### src/verilog/armPkg.sv
package armPkg;

  // ==============================
  // Instruction word formats
  // ==============================

  // Operand 2 as rotated immediate
  typedef struct packed {
    logic [3:0] rotate;
    logic [7:0] imm8;
  } dpImmT;

  // Operand 2 as register, shift field ignored by this core
  typedef struct packed {
    logic [7:0] shift;
    logic [3:0] rm;
  } dpRegT;

  typedef union packed {
    dpImmT immOp;
    dpRegT regOp;
  } operand2T;

  // Data processing
  typedef struct packed {
    logic [3:0] cond;
    logic [1:0] op;
    logic       i;
    logic [3:0] opcode;
    logic       s;
    logic [3:0] rn;
    logic [3:0] rd;
    operand2T   src2;
  } dpFmtT;

  // Word load and store
  typedef struct packed {
    logic [3:0]  cond;
    logic [1:0]  op;
    logic        i;
    logic        p;
    logic        u;
    logic        b;
    logic        w;
    logic        l;
    logic [3:0]  rn;
    logic [3:0]  rd;
    logic [11:0] imm12;
  } memFmtT;

  // Branch
  typedef struct packed {
    logic [3:0]  cond;
    logic [1:0]  op;
    logic        i;
    logic        link;
    logic [23:0] imm24;
  } brFmtT;

  typedef union packed {
    dpFmtT  dpFmt;
    memFmtT memFmt;
    brFmtT  brFmt;
  } instrT;

  // Format field values
  localparam logic [1:0] OpDp  = 2'b00;
  localparam logic [1:0] OpMem = 2'b01;
  localparam logic [1:0] OpBr  = 2'b10;

  // Condition field values
  localparam logic [3:0] CondEq = 4'b0000;
  localparam logic [3:0] CondNe = 4'b0001;
  localparam logic [3:0] CondAl = 4'b1110;

  // Data processing opcodes
  localparam logic [3:0] DpAnd = 4'b0000;
  localparam logic [3:0] DpSub = 4'b0010;
  localparam logic [3:0] DpAdd = 4'b0100;
  localparam logic [3:0] DpOrr = 4'b1100;
  localparam logic [3:0] DpMov = 4'b1101;

  // Never-execute word used as a D stage bubble
  localparam logic [31:0] BubbleInstr = 32'hF000_0000;

  // ==============================
  // Control and hazard words
  // ==============================

  typedef enum logic [2:0] {
    AluAdd,
    AluSub,
    AluAnd,
    AluOrr,
    AluMov
  } aluOpT;

  typedef struct packed {
    logic       regWrite;
    logic       memWrite;
    logic       memToReg;
    logic       aluSrcImm;
    logic       setFlags;
    logic       branch;
    aluOpT      aluOp;
    logic [3:0] cond;
  } ctrlT;

  // Forward select: 0 register file, 1 writeback, 2 memory stage
  typedef struct packed {
    logic [1:0] fwdA;
    logic [1:0] fwdB;
    logic       stallF;
    logic       stallD;
    logic       flushD;
    logic       flushE;
  } hazardT;

  typedef struct packed {
    logic match1EM;
    logic match1EW;
    logic match2EM;
    logic match2EW;
    logic match12DE;
  } matchT;

  typedef struct packed {
    logic n;
    logic z;
    logic c;
    logic v;
  } flagsT;

endpackage

### src/verilog/alu.sv
module alu
  import armPkg::*;
(
  input  logic [31:0] a,
  input  logic [31:0] b,
  input  aluOpT       aluOp,
  output logic [31:0] result,
  output flagsT       flags
);

  logic        isSub;
  logic        isArith;
  logic [31:0] bEff;
  logic [32:0] sum;

  assign isSub   = (aluOp == AluSub);
  assign isArith = (aluOp == AluAdd) || isSub;

  // Subtract as a plus inverted b plus one
  assign bEff = isSub ? ~b : b;
  assign sum  = {1'b0, a} + {1'b0, bEff} + {32'd0, isSub};

  always_comb begin
    case (aluOp)
      AluAdd:  result = sum[31:0];
      AluSub:  result = sum[31:0];
      AluAnd:  result = a & b;
      AluOrr:  result = a | b;
      default: result = b;
    endcase
  end

  assign flags.n = result[31];
  assign flags.z = (result == 32'd0);
  // Carry out, which is not-borrow for SUB
  assign flags.c = isArith & sum[32];
  // Operands of equal sign giving a result of other sign
  assign flags.v = isArith & (a[31] == bEff[31]) & (sum[31] != a[31]);

endmodule

### src/verilog/armCore.sv
module armCore
  import armPkg::*;
#(
  parameter logic [31:0] ResetPc = 32'h0
) (
  input  logic        clk,
  input  logic        rst,
  // Instruction port
  output logic [31:0] pcF,
  input  logic [31:0] instrF,
  // Data port
  output logic [31:0] aluOutM,
  output logic [31:0] writeDataM,
  output logic        memWriteM,
  input  logic [31:0] readDataM
);

  instrT  instrD;
  flagsT  aluFlagsE;
  ctrlT   ctrlE;
  ctrlT   ctrlM;
  ctrlT   ctrlW;
  logic   branchTakenE;
  hazardT hazard;
  matchT  match;

  // Store strobe comes straight from the M stage control word
  assign memWriteM = ctrlM.memWrite;

  controller i_controller (
    .clk          (clk),
    .rst          (rst),
    .instrD       (instrD),
    .aluFlagsE    (aluFlagsE),
    .hazard       (hazard),
    .ctrlE        (ctrlE),
    .ctrlM        (ctrlM),
    .ctrlW        (ctrlW),
    .branchTakenE (branchTakenE)
  );

  datapath #(.ResetPc(ResetPc)) i_datapath (
    .clk          (clk),
    .rst          (rst),
    .instrF       (instrF),
    .readDataM    (readDataM),
    .ctrlE        (ctrlE),
    .ctrlM        (ctrlM),
    .ctrlW        (ctrlW),
    .branchTakenE (branchTakenE),
    .hazard       (hazard),
    .pcF          (pcF),
    .instrD       (instrD),
    .aluOutM      (aluOutM),
    .writeDataM   (writeDataM),
    .aluFlagsE    (aluFlagsE),
    .match        (match)
  );

  hazardUnit i_hazardUnit (
    .match        (match),
    .ctrlE        (ctrlE),
    .ctrlM        (ctrlM),
    .ctrlW        (ctrlW),
    .branchTakenE (branchTakenE),
    .hazard       (hazard)
  );

endmodule

### src/verilog/controller.sv
module controller
  import armPkg::*;
(
  input  logic   clk,
  input  logic   rst,
  input  instrT  instrD,
  input  flagsT  aluFlagsE,
  input  hazardT hazard,
  output ctrlT   ctrlE,
  output ctrlT   ctrlM,
  output ctrlT   ctrlW,
  output logic   branchTakenE
);

  ctrlT  ctrlD;
  ctrlT  ctrlRegE;
  flagsT flags;
  logic  condExE;

  // ==============================
  // Decode
  // ==============================
  always_comb begin
    ctrlD = '0;
    ctrlD.cond = instrD.dpFmt.cond;
    case (instrD.dpFmt.op)
      OpDp: begin
        ctrlD.regWrite  = 1'b1;
        ctrlD.aluSrcImm = instrD.dpFmt.i;
        ctrlD.setFlags  = instrD.dpFmt.s;
        case (instrD.dpFmt.opcode)
          DpAdd:   ctrlD.aluOp = AluAdd;
          DpSub:   ctrlD.aluOp = AluSub;
          DpAnd:   ctrlD.aluOp = AluAnd;
          DpOrr:   ctrlD.aluOp = AluOrr;
          DpMov:   ctrlD.aluOp = AluMov;
          // Unsupported opcode runs as a bubble
          default: ctrlD = '0;
        endcase
      end
      OpMem: begin
        // Address is Rn plus or minus imm12
        ctrlD.aluSrcImm = 1'b1;
        ctrlD.aluOp     = instrD.memFmt.u ? AluAdd : AluSub;
        if (instrD.memFmt.l) begin
          ctrlD.regWrite = 1'b1;
          ctrlD.memToReg = 1'b1;
        end else begin
          ctrlD.memWrite = 1'b1;
        end
      end
      OpBr: begin
        // Target is PC+8 plus the word offset
        ctrlD.aluSrcImm = 1'b1;
        ctrlD.aluOp     = AluAdd;
        ctrlD.branch    = 1'b1;
      end
      default: ctrlD = '0;
    endcase
  end

  // ==============================
  // Execute
  // ==============================
  always_ff @(posedge clk) begin
    if (rst || hazard.flushE) begin
      ctrlRegE <= '0;
    end else begin
      ctrlRegE <= ctrlD;
    end
  end

  // Only EQ, NE and AL can pass
  always_comb begin
    case (ctrlRegE.cond)
      CondEq:  condExE = flags.z;
      CondNe:  condExE = ~flags.z;
      CondAl:  condExE = 1'b1;
      default: condExE = 1'b0;
    endcase
  end

  // Failed condition drops every side effect
  always_comb begin
    ctrlE = ctrlRegE;
    if (!condExE) begin
      ctrlE.regWrite = 1'b0;
      ctrlE.memWrite = 1'b0;
      ctrlE.setFlags = 1'b0;
      ctrlE.branch   = 1'b0;
    end
  end

  assign branchTakenE = ctrlE.branch;

  // NZCV written at the end of E
  always_ff @(posedge clk) begin
    if (rst) begin
      flags <= '0;
    end else if (ctrlE.setFlags) begin
      flags <= aluFlagsE;
    end
  end

  // Gated control carried into M and W
  always_ff @(posedge clk) begin
    if (rst) begin
      ctrlM <= '0;
      ctrlW <= '0;
    end else begin
      ctrlM <= ctrlE;
      ctrlW <= ctrlM;
    end
  end

endmodule

### src/verilog/datapath.sv
module datapath
  import armPkg::*;
#(
  parameter logic [31:0] ResetPc = 32'h0
) (
  input  logic        clk,
  input  logic        rst,
  input  logic [31:0] instrF,
  input  logic [31:0] readDataM,
  input  ctrlT        ctrlE,
  input  ctrlT        ctrlM,
  input  ctrlT        ctrlW,
  input  logic        branchTakenE,
  input  hazardT      hazard,
  output logic [31:0] pcF,
  output instrT       instrD,
  output logic [31:0] aluOutM,
  output logic [31:0] writeDataM,
  output flagsT       aluFlagsE,
  output matchT       match
);

  logic [31:0] pcPlus4F;
  logic [31:0] pcNextF;
  logic [3:0]  ra1D;
  logic [3:0]  ra2D;
  logic [3:0]  wa3D;
  logic [31:0] rd1D;
  logic [31:0] rd2D;
  logic [63:0] rotWideD;
  logic [31:0] immD;
  logic [3:0]  ra1E;
  logic [3:0]  ra2E;
  logic [3:0]  wa3E;
  logic [31:0] rd1E;
  logic [31:0] rd2E;
  logic [31:0] immE;
  logic [31:0] srcAE;
  logic [31:0] srcBE;
  logic [31:0] writeDataE;
  logic [31:0] aluResultE;
  logic [3:0]  wa3M;
  logic [3:0]  wa3W;
  logic [31:0] aluOutW;
  logic [31:0] readDataW;
  logic [31:0] resultW;

  // Operand bypass from W or M
  function automatic logic [31:0] fwdMux(input logic [1:0] sel, input logic [31:0] rf,
                                         input logic [31:0] wb, input logic [31:0] mem);
    case (sel)
      2'd1:    return wb;
      2'd2:    return mem;
      default: return rf;
    endcase
  endfunction

  // ==============================
  // Fetch
  // ==============================
  assign pcPlus4F = pcF + 32'd4;
  assign pcNextF  = branchTakenE ? aluResultE : pcPlus4F;

  always_ff @(posedge clk) begin
    if (rst) begin
      pcF <= ResetPc;
    end else if (!hazard.stallF) begin
      pcF <= pcNextF;
    end
  end

  // ==============================
  // Decode
  // ==============================
  always_ff @(posedge clk) begin
    if (rst || hazard.flushD) begin
      instrD <= BubbleInstr;
    end else if (!hazard.stallD) begin
      instrD <= instrF;
    end
  end

  // Branch reads R15, store reads Rd as data
  assign ra1D = (instrD.brFmt.op == OpBr) ? 4'd15 : instrD.dpFmt.rn;
  assign ra2D = (instrD.memFmt.op == OpMem) ? instrD.memFmt.rd : instrD.dpFmt.src2.regOp.rm;
  assign wa3D = instrD.dpFmt.rd;

  // PC of the D instruction plus 8 is the current fetch PC plus 4
  regFile i_regFile (
    .clk     (clk),
    .we      (ctrlW.regWrite),
    .ra1     (ra1D),
    .ra2     (ra2D),
    .wa3     (wa3W),
    .wd3     (resultW),
    .pcPlus8 (pcPlus4F),
    .rd1     (rd1D),
    .rd2     (rd2D)
  );

  // Rotate right by twice the rotate field
  assign rotWideD = {2{{24'h0, instrD.dpFmt.src2.immOp.imm8}}} >>
                    {instrD.dpFmt.src2.immOp.rotate, 1'b0};

  always_comb begin
    case (instrD.dpFmt.op)
      OpMem:   immD = {20'h0, instrD.memFmt.imm12};
      OpBr:    immD = {{6{instrD.brFmt.imm24[23]}}, instrD.brFmt.imm24, 2'b00};
      default: immD = rotWideD[31:0];
    endcase
  end

  // ==============================
  // Execute
  // ==============================
  always_ff @(posedge clk) begin
    rd1E <= rd1D;
    rd2E <= rd2D;
    immE <= immD;
    ra1E <= ra1D;
    ra2E <= ra2D;
    wa3E <= wa3D;
  end

  assign srcAE      = fwdMux(hazard.fwdA, rd1E, resultW, aluOutM);
  assign writeDataE = fwdMux(hazard.fwdB, rd2E, resultW, aluOutM);
  assign srcBE      = ctrlE.aluSrcImm ? immE : writeDataE;

  alu i_alu (
    .a      (srcAE),
    .b      (srcBE),
    .aluOp  (ctrlE.aluOp),
    .result (aluResultE),
    .flags  (aluFlagsE)
  );

  // Memory and writeback
  always_ff @(posedge clk) begin
    aluOutM    <= aluResultE;
    writeDataM <= writeDataE;
    wa3M       <= wa3E;
    aluOutW    <= aluOutM;
    wa3W       <= wa3M;
    // Load data captured only for loads
    if (ctrlM.memToReg) begin
      readDataW <= readDataM;
    end
  end

  assign resultW = ctrlW.memToReg ? readDataW : aluOutW;

  // Address compares for the hazard unit
  assign match.match1EM  = (ra1E == wa3M);
  assign match.match1EW  = (ra1E == wa3W);
  assign match.match2EM  = (ra2E == wa3M);
  assign match.match2EW  = (ra2E == wa3W);
  assign match.match12DE = (ra1D == wa3E) || (ra2D == wa3E);

endmodule

### src/verilog/hazardUnit.sv
module hazardUnit
  import armPkg::*;
(
  input  matchT  match,
  input  ctrlT   ctrlE,
  input  ctrlT   ctrlM,
  input  ctrlT   ctrlW,
  input  logic   branchTakenE,
  output hazardT hazard
);

  logic ldStall;

  // M stage wins over W, it holds the newer value
  function automatic logic [1:0] fwdSel(input logic matchM, input logic wrM,
                                        input logic matchW, input logic wrW);
    if (matchM && wrM) begin
      return 2'd2;
    end else if (matchW && wrW) begin
      return 2'd1;
    end
    return 2'd0;
  endfunction

  // ==============================
  // Forwarding
  // ==============================
  assign hazard.fwdA = fwdSel(match.match1EM, ctrlM.regWrite, match.match1EW, ctrlW.regWrite);
  assign hazard.fwdB = fwdSel(match.match2EM, ctrlM.regWrite, match.match2EW, ctrlW.regWrite);

  // ==============================
  // Stall and flush
  // ==============================

  // Load in E feeding the instruction in D
  assign ldStall = match.match12DE && ctrlE.memToReg;

  assign hazard.stallF = ldStall;
  assign hazard.stallD = ldStall;

  // Taken branch drops the two younger instructions
  assign hazard.flushD = branchTakenE;
  // Bubble into E on a stall
  assign hazard.flushE = ldStall || branchTakenE;

endmodule

### src/verilog/regFile.sv
module regFile (
  input  logic        clk,
  input  logic        we,
  input  logic [3:0]  ra1,
  input  logic [3:0]  ra2,
  input  logic [3:0]  wa3,
  input  logic [31:0] wd3,
  input  logic [31:0] pcPlus8,
  output logic [31:0] rd1,
  output logic [31:0] rd2
);

  // R0 to R14, R15 is not stored
  logic [31:0] regs [0:14];

  always_ff @(posedge clk) begin
    if (we && (wa3 != 4'd15)) begin
      regs[wa3] <= wd3;
    end
  end

  // R15 first, then write-through of the W result
  function automatic logic [31:0] readPort(input logic [3:0] ra);
    if (ra == 4'd15) begin
      return pcPlus8;
    end else if (we && (ra == wa3)) begin
      return wd3;
    end
    return regs[ra];
  endfunction

  always_comb begin
    rd1 = readPort(ra1);
    rd2 = readPort(ra2);
  end

endmodule
### config.mk
export PLATFORM = sky130hd
export DESIGN_NAME = armCore
export DESIGN_NICKNAME = d
export VERILOG_FILES = /design/src/verilog/armPkg.sv /design/src/verilog/alu.sv /design/src/verilog/armCore.sv /design/src/verilog/controller.sv /design/src/verilog/datapath.sv /design/src/verilog/hazardUnit.sv /design/src/verilog/regFile.sv
export SDC_FILE = /design/constraint.sdc
export NUM_CORES = 2
export LEC_CHECK = 0
export BUFFER_PORTS_ARGS = -buffer_cell sky130_fd_sc_hd__buf_2
export CORE_AREA = 2 2 367 278
export CTS_BUF_LIST = sky130_fd_sc_hd__clkbuf_16
export CTS_CLUSTER_SIZE = 30
export DETAILED_ROUTE_END_ITERATION = 8
export DIE_AREA = 0 0 369 280
export PLACE_DENSITY = 0.52
export REMOVE_ABC_BUFFERS = 1
export SLEW_MARGIN = 25
export SYNTH_ARGS = -nofsm -noshare
export SYNTH_HDL_FRONTEND = slang
export SYNTH_SLANG_ARGS = --single-unit
### constraint.sdc
create_clock -name clk -period 7.85 [get_ports clk]
set_clock_uncertainty 0.05 [all_clocks]
set_input_delay 1.57 -clock clk [delete_from_list [all_inputs] [get_ports clk]]
set_output_delay 1.57 -clock clk [all_outputs]
set_load 0.01 [all_outputs]
### Yosys cells after proc, flatten, opt, wreduce, memory -nomap -nowiden

Memories as Yosys holds them, arrays and structs flattened.
Cells that the tools add are included.

| storage, ports and cells | value |
|---|---|
| word-level logic and storage cells | 133 |
| memories | 1 |
| output and inout bits | 97 |
| bits in writable memories | 480 |
| input port bits | 66 |
| bits in registers | 327 |

Memory list:

| name | depth | bits a word | read ports | clocked after Yosys merged registers in | wr ports | line | source |
|---|---|---|---|---|---|---|---|
| i_datapath.i_regFile.regs | 15 | 32 | 2 | 0 | 1 | regFile.sv:14 | `logic [31:0] regs [0:14];` |

| cells by class | value |
|---|---|
| multiplexer cells | 45 |
| shift operators | 1 |
| eq/ne operators | 26 |
| reductions and logical operators | 22 |
| bitwise operators | 7 |
| add/sub/neg operators | 3 |

Operators with widths:

| cell | number |
|---|---|
| 32-bit 2-to-1 mux | 10 |
| 32-bit one-hot mux with 2 select lines | 3 |
| 32-bit one-hot mux with 3 select lines | 1 |
| 40-bit by 5-bit >> shifter with 32-bit output | 1 |
| 32-bit by 1-bit adder with 32-bit output | 1 |
| 32-bit by 3-bit adder with 32-bit output, second input constant | 1 |
| 32-bit adder | 1 |
| 32-bit AND | 1 |
| 4-bit equality test | 8 |
| 32-bit zero test | 1 |
| 32-bit NOT | 1 |
| 32-bit bitwise OR | 1 |
| 4-bit equality test, second input constant | 5 |
| 2-bit 2-to-1 mux | 7 |
| 1-bit 2-to-1 mux | 13 |
| 4-bit 2-to-1 mux | 3 |
| 3-bit one-hot mux with 2 select lines | 2 |
| 3-bit one-hot mux with 4 select lines | 1 |
| 1-bit logical AND | 8 |
| 4-bit zero test | 2 |
| 4-bit one-hot mux with 2 select lines | 1 |
| 2-bit by 1-bit equality test with 1-bit output, second input constant | 3 |
| 2-bit equality test, second input constant | 3 |
| 3-bit by 2-bit equality test with 1-bit output, second input constant | 2 |
| 15 further kinds | 24 |

### Longest topological paths before layout

| logic depth | value |
|---|---|
| depth after elaboration | 14 |
| mapped depth | 25 |
| depth with buffers taken out | 21 |

### Modules after synthesis

From an unflattened synthesis, not the netlist that was laid out.

| second synthesis, totals | value |
|---|---|
| cells, all modules | 3,341 |
| area total of the unflattened synthesis | 40,742.8 um^2 |

By module, submodules not included:

| module | times used | area an instance (um^2) | sequential area each (um^2) | cells an instance |
|---|---|---|---|---|
| regFile | 1 | 23,503.8 | 14,413.8 | 1,449 |
| datapath | 1 | 12,104.1 | 6,486.2 | 1,190 |
| alu | 1 | 3,666.0 | 0.0 | 562 |
| controller | 1 | 1,403.8 | 800.8 | 129 |
| hazardUnit | 1 | 65.1 | 0.0 | 11 |

### Worst setup path before layout

Ideal clock, no wire load.

| timing path | value |
|---|---|
| kind | reg2reg |
| start point | reg i_controller.ctrlW[10] (netlist name) |
| end point | reg i_controller.flags[2] (netlist bit) |
| setup slack | 2,636 ps |
| data required time | 7,731 ps |
| stages on the path, launching flop included | 21 |
| path buffers | 4 |
| arrival time | 5,095 ps |
| setup time | 69 ps |
| clock period less this slack | 5,214 ps |
| path through | dfxtp_1 -> clkbuf_1 -> buf_2 -> buf_1 -> mux2_2 -> mux2i_1 -> o21ai_0 -> mux2_2 -> xor2_1 -> ha_1 -> clkbuf_1 -> nand4_1 -> o41a_1 -> a32oi_1 -> nand3_1 -> mux2i_1 -> and3_1 -> or4_1 -> nor4_1 -> nand4b_1 -> o21ai_1 |

| on the way | value |
|---|---|
| word-level cells in the longest chain between the ends | 9 |
| elaborated cells between the ends (all ways) | 12 |
| classes of those cells | add/sub (2); mux (6); bitwise (3); reduce/logical (1) |

RTL lines:

| what | line | source |
|---|---|---|
| 32-bit 2-to-1 mux * | datapath.sv:150 | `assign resultW = ctrlW.memToReg ? readDataW : aluOutW;` |
| named net i_datapath.i_regFile.wd3[13] | regFile.sv:7 | `input logic [31:0] wd3,` |
| 32-bit one-hot mux with 2 select lines * | datapath.sv:51 | `case (sel)` |
| named net i_datapath.writeDataE[13] | datapath.sv:40 | `logic [31:0] writeDataE;` |
| 32-bit 2-to-1 mux * | datapath.sv:127 | `assign srcBE = ctrlE.aluSrcImm ? immE : writeDataE;` |
| 32-bit NOT | alu.sv:20 | `assign bEff = isSub ? ~b : b;` |
| 32-bit 2-to-1 mux * | alu.sv:20 |  |
| 32-bit adder * | alu.sv:21 | `assign sum = {1'b0, a} + {1'b0, bEff} + {32'd0, isSub};` |
| 32-bit by 1-bit adder with 32-bit output * | alu.sv:21 |  |
| 32-bit one-hot mux with 3 select lines * | alu.sv:24 | `case (aluOp)` |
| named net i_datapath.aluResultE[30] | datapath.sv:41 | `logic [31:0] aluResultE;` |
| 32-bit zero test * | alu.sv:34 | `assign flags.z = (result == 32'd0);` |
| end signal, assigned | controller.sv:101 | `flags <= aluFlagsE;` |
| end, declared | controller.sv:17 | `flagsT flags;` |

The timed path passes the listed nets; every way through them passes the cells marked *.
A chain may end at the register's enable or synchronous reset.

### Worst setup path after layout

| timing path | value |
|---|---|
| start point | reg i_datapath.wa3W[0] |
| end point | reg i_controller.flags[2] (netlist bit) |

| on the way | value |
|---|---|
| word-level cells in the longest chain between the ends | 14 |
| elaborated cells between the ends (all ways) | 25 |
| classes of those cells | add/sub (2); eq/ne (6); mux (11); bitwise (3); reduce/logical (3) |

RTL lines:

| what | line | source |
|---|---|---|
| start, declared | datapath.sv:43 | `logic [3:0] wa3W;` |
| start signal, assigned | datapath.sv:143 | `wa3W <= wa3M;` |
| 4-bit equality test * | datapath.sv:156 | `assign match.match2EW = (ra2E == wa3W);` |
| 1-bit logical AND * | hazardUnit.sv:19 | `end else if (matchW && wrW) begin` |
| 1-bit 2-to-1 mux * | hazardUnit.sv:19 |  |
| 1-bit 2-to-1 mux * | hazardUnit.sv:17 | `if (matchM && wrM) begin` |
| 2-bit 2-to-1 mux * | hazardUnit.sv:22 | `return 2'd0;` |
| 2-bit equality test / 2-bit by 1-bit equality test with 1-bit output (equally long branches) | datapath.sv:51 |  |
| 32-bit one-hot mux with 2 select lines * | datapath.sv:51 |  |
| named net i_datapath.writeDataE[1] | datapath.sv:40 |  |
| 32-bit 2-to-1 mux * | datapath.sv:127 |  |
| 32-bit NOT | alu.sv:20 |  |
| 32-bit 2-to-1 mux * | alu.sv:20 |  |
| 32-bit adder * | alu.sv:21 |  |
| 32-bit by 1-bit adder with 32-bit output * | alu.sv:21 |  |
| 32-bit one-hot mux with 3 select lines * | alu.sv:24 |  |
| named net i_datapath.aluResultE[30] | datapath.sv:41 |  |
| 32-bit zero test * | alu.sv:34 |  |

Marks and branches as above.

==> summary.md <==
| Metric | Value |
|---|---|
| Largest net degree at the start of global routing | `92` |
| Type of origin of the critical path | `register` |
| CP cell instances | `xnor2_1, nand3_1, nor2_4, mux2i_1, o21ai_0, mux2i_1, xnor2_1, fa_1, a211oi_1, o21ai_1, a21oi_1, o41a_1, a32oi_1, nand3_1, mux2i_1, and3_1, or4_1, nor4_1, nand4b_1, o21ai_1` |
| Initial Util | `39.66%` |
| Slowest CP cell | `nor2_4` |
| H-tree depth | `3` |
| RSZ-0062 raised after global routing | `false` |
| Fin util | `44.41%` |
| I/O Pins | `163` |
| Post-CTS Resized | `0` |
| WP buf/inv | `0` |
| Fraction of the cycle the final worst path needs | `87.61%` |
| Clk sink count | `807` |
| Core area | `100,100 um^2` |
| Final hold violations | `0` |
| Crit path kind | `register to register` |
| Fmax | `145.4 MHz` |
| Post-synthesis area per instance | `9.971 um^2` |
| Final cell count without fillers | `5,413` |
| Cell accounting for the most synthesized area | `edfxtp_1` |
| Hold crit path type | `register to register` |
| Nets | `4,102` |
| Main area contributors after synthesis | `edfxtp_1, dfxtp_1, nand2_1, mux2i_1, mux2_2` |
| Initial antenna violation count | `5` |
| Run status | `finished clean` |
| Die span in x | `369 um` |
| Netlist Area Pre-Place | `39,690 um^2` |
| 1st-pass router iterations | `6` |
| Die Area | `103,300 um^2` |
| Yosys synthesis warning count | `0` |
| Crit-path most repeated cell | `mux2i_1` |
| Pwr Total | `12.49 mW` |
| Worst Path Arrival | `7440 ps` |
| Unique masters post-synth | `82` |
| Slowest stage delay, CP | `950 ps` |
| Async SR Flop Fraction | `0%` |
| Top cell type's share of synthesized area | `38.73%` |
| Vias per cell | `6.188` |
| Total vias in the final route | `33.50k` |
| Vias in the first global route | `30.91k` |
| CTS max path bufs | `3` |
| Leakage | `15.89 nW` |
| Routed wire length | `158,400 um` |
| Post-DP Area | `41,870 um^2` |
| Post-CTS Setup Repair Bufs | `0` |
| Hpwl dp | `100,200 um` |
| Delay-heaviest family, CP | `simple AND/OR/NAND/NOR gates` |
| Global-route wire length before repair | `226,100 um` |
| Final setup fails | `0` |
| Layout cells sized above 1 | `12.89%` |
| MaxCap Viol Count | `0` |
| Die height | `280 um` |
| Max Slew Vio Count | `0` |
| Seq/Total Area, Yosys | `53.61%` |
| Clk slew on worst S/H paths | `60 ps` |
| GRT Total Usage | `29.99%` |
| # DRC | `0` |
| Grt ovf | `0` |
| Post-Syn Instances | `3,981` |
| Synth Register Bits | `807` |
| Crit path required time | `8420 ps` |
| Setup_tns | `0 ps` |
| Clk root buf | `clkbuf_16` |
| Starting DRT DRC Count | `3,956` |
| Site row count | `101` |
| Slew headroom | `22.88%` |
| Antenna-violating nets left | `0` |
| Clk Latency, worst-skew pair | `700 ps` |
| Crit path max fanout | `19` |
| Port Buf Inserts | `162` |
| Worst slew pin tran | `1147 ps` |
| Post-synth EDFFs | `512` |
| Hold_buf cts | `0` |
| Dpl cells | `5,253` |
| CTS tree | `built` |
| Critical Path End Type | `register` |
| TritonCTS Buffers | `84` |
| RD Place Congestion | `0.9901` |
| Wire per inst | `29.26 um` |
| PwrDens | `281.0 nW/um^2` |
| Worst VDD drop | `0.2048 mV` |
| Top_reg_cell synth | `edfxtp_1` |
| Area grow syn2layout | `11.98%` |
| Minimum clock period after layout | `6877 ps` |
| Post-route cell area | `44,450 um^2` |
-- area by class of cell --
cell class,instances,area [um^2]
timing repair buffer,245,1446
clock buffer,86,2152
inverter,44,171.4
clock inverter,72,414.1
sequential,807,21290
multi-input combinational,2818,17290
fill,9629,55640
tap,1339,1675
antenna,2,5.005
-- flip-flops by register name, summed over array words and instances, names as in the netlist --
signal,flops
i_datapath.i_regFile.regs,480
i_datapath.aluOutM,32
i_datapath.aluOutW,32
i_datapath.immE,32
i_datapath.instrD,32
i_datapath.pcF,32
i_datapath.rd1E,32
i_datapath.rd2E,32
i_datapath.readDataW,32
i_datapath.writeDataM,32
i_controller.ctrlE,9
i_controller.ctrlRegE,4
i_datapath.ra1E,4
i_datapath.ra2E,4
i_datapath.wa3E,4
i_datapath.wa3M,4
i_datapath.wa3W,4
i_controller.ctrlM,3
i_controller.ctrlW,2
i_controller.flags,1
-- cells in the final DEF, fill, tap and decap left out, types with 72 or more instances in the layout --
| cell type | netlist | final |
|---|---|---|
| nand2_1 | 751 | 749 |
| edfxtp_1 | 512 | 512 |
| dfxtp_1 | 295 | 289 |
| a21oi_1 | 209 | 209 |
| nand3_1 | 204 | 202 |
| o21ai_0 | 202 | 202 |
| nor2_1 | 221 | 201 |
| mux2i_1 | 183 | 179 |
| buf_2 | 12 | 162 |
| a311oi_1 | 99 | 99 |
| mux2_2 | 97 | 97 |
| a31oi_1 | 90 | 90 |
| clkbuf_16 | 0 | 86 |
| buf_4 | 3 | 82 |
| xnor2_1 | 77 | 77 |
| inv_1 | 39 | 73 |
| o221ai_1 | 72 | 72 |
-- cells by family after synthesis --
group	after synthesis	synth area share [%]
compound gates	988	16.58
simple gates	1407	15.44
mux	280	7.367
flops	807	53.61
xor+xnor	107	2.361
fa+ha+maj	36	1.154
buf+inv	356	3.489
-- power breakdown --
group | internal, mW | switching, mW | total (mW)
sequential | 5.19 | 0.325 | 5.51
clock | 2.08 | 1.75 | 3.83
combinational | 0.939 | 2.20 | 3.14
-- per-layer routing --
metal  vias up  share of wire [%]  global-route usage, %
li1      14830                  -                      -
met1     16610                 45                  44.61
met2      1776                 42                  43.32
met3       282                9.8                  6.460
met4         2                3.1                  9.042
met5         -             0.0082                      0
-- worst paths after layout --
kind                         startpoint                                 end  slack (ps)  cells after the start
max reg2reg  i_datapath.wa3W[0]$_DFF_P_  i_controller.flags[2]$_SDFFE_PP0P_         970                     20
min reg2reg  i_datapath.wa3M[2]$_DFF_P_          i_datapath.wa3W[2]$_DFF_P_         340                      0
max          i_datapath.wa3W[0]$_DFF_P_  i_controller.flags[2]$_SDFFE_PP0P_         970                     20
min          i_datapath.wa3M[2]$_DFF_P_          i_datapath.wa3W[2]$_DFF_P_         340                      0
-- metrics by stage --
stage / hold WS [ps] / setup slack, ps
3_3_place_gp: 332.5 / 1340
2_1_floorplan: 313.9 / -9968
5_1_grt: 342.6 / 571.4
4_1_cts: 340.6 / 1135
3_5_place_dp: 332.0 / 1221
6_report: 338.5 / 972.7
-- Yosys cell counts (all sizes together) (5+ instances only) --
library cell    n
nand3         205
or3            11
nand2b         13
ha             35
and3           59
o2bb2ai         5
a21o           15
nor2          222
mux2           97
nor3b           5
xor2           30
or4             6
nand4          15
o22ai          26
mux2i         183
dfxtp         295
o21bai          6
xnor2          77
edfxtp        512
nor3           51
or2             6
o21a           10
o31ai          26
a221oi         17
nand3b          6
and4            7
and2           22
buf            38
nand2         751
o211ai         39
a22oi          47
nor2b           9
o311ai         12
o21ai         208
nor4           12
inv            44
a21oi         210
a311oi         99
a31oi          90
a222oi          6
o221ai         72
a211oi         62
clkbuf        274
No activity file was read; power rests on OpenSTA's default activity.
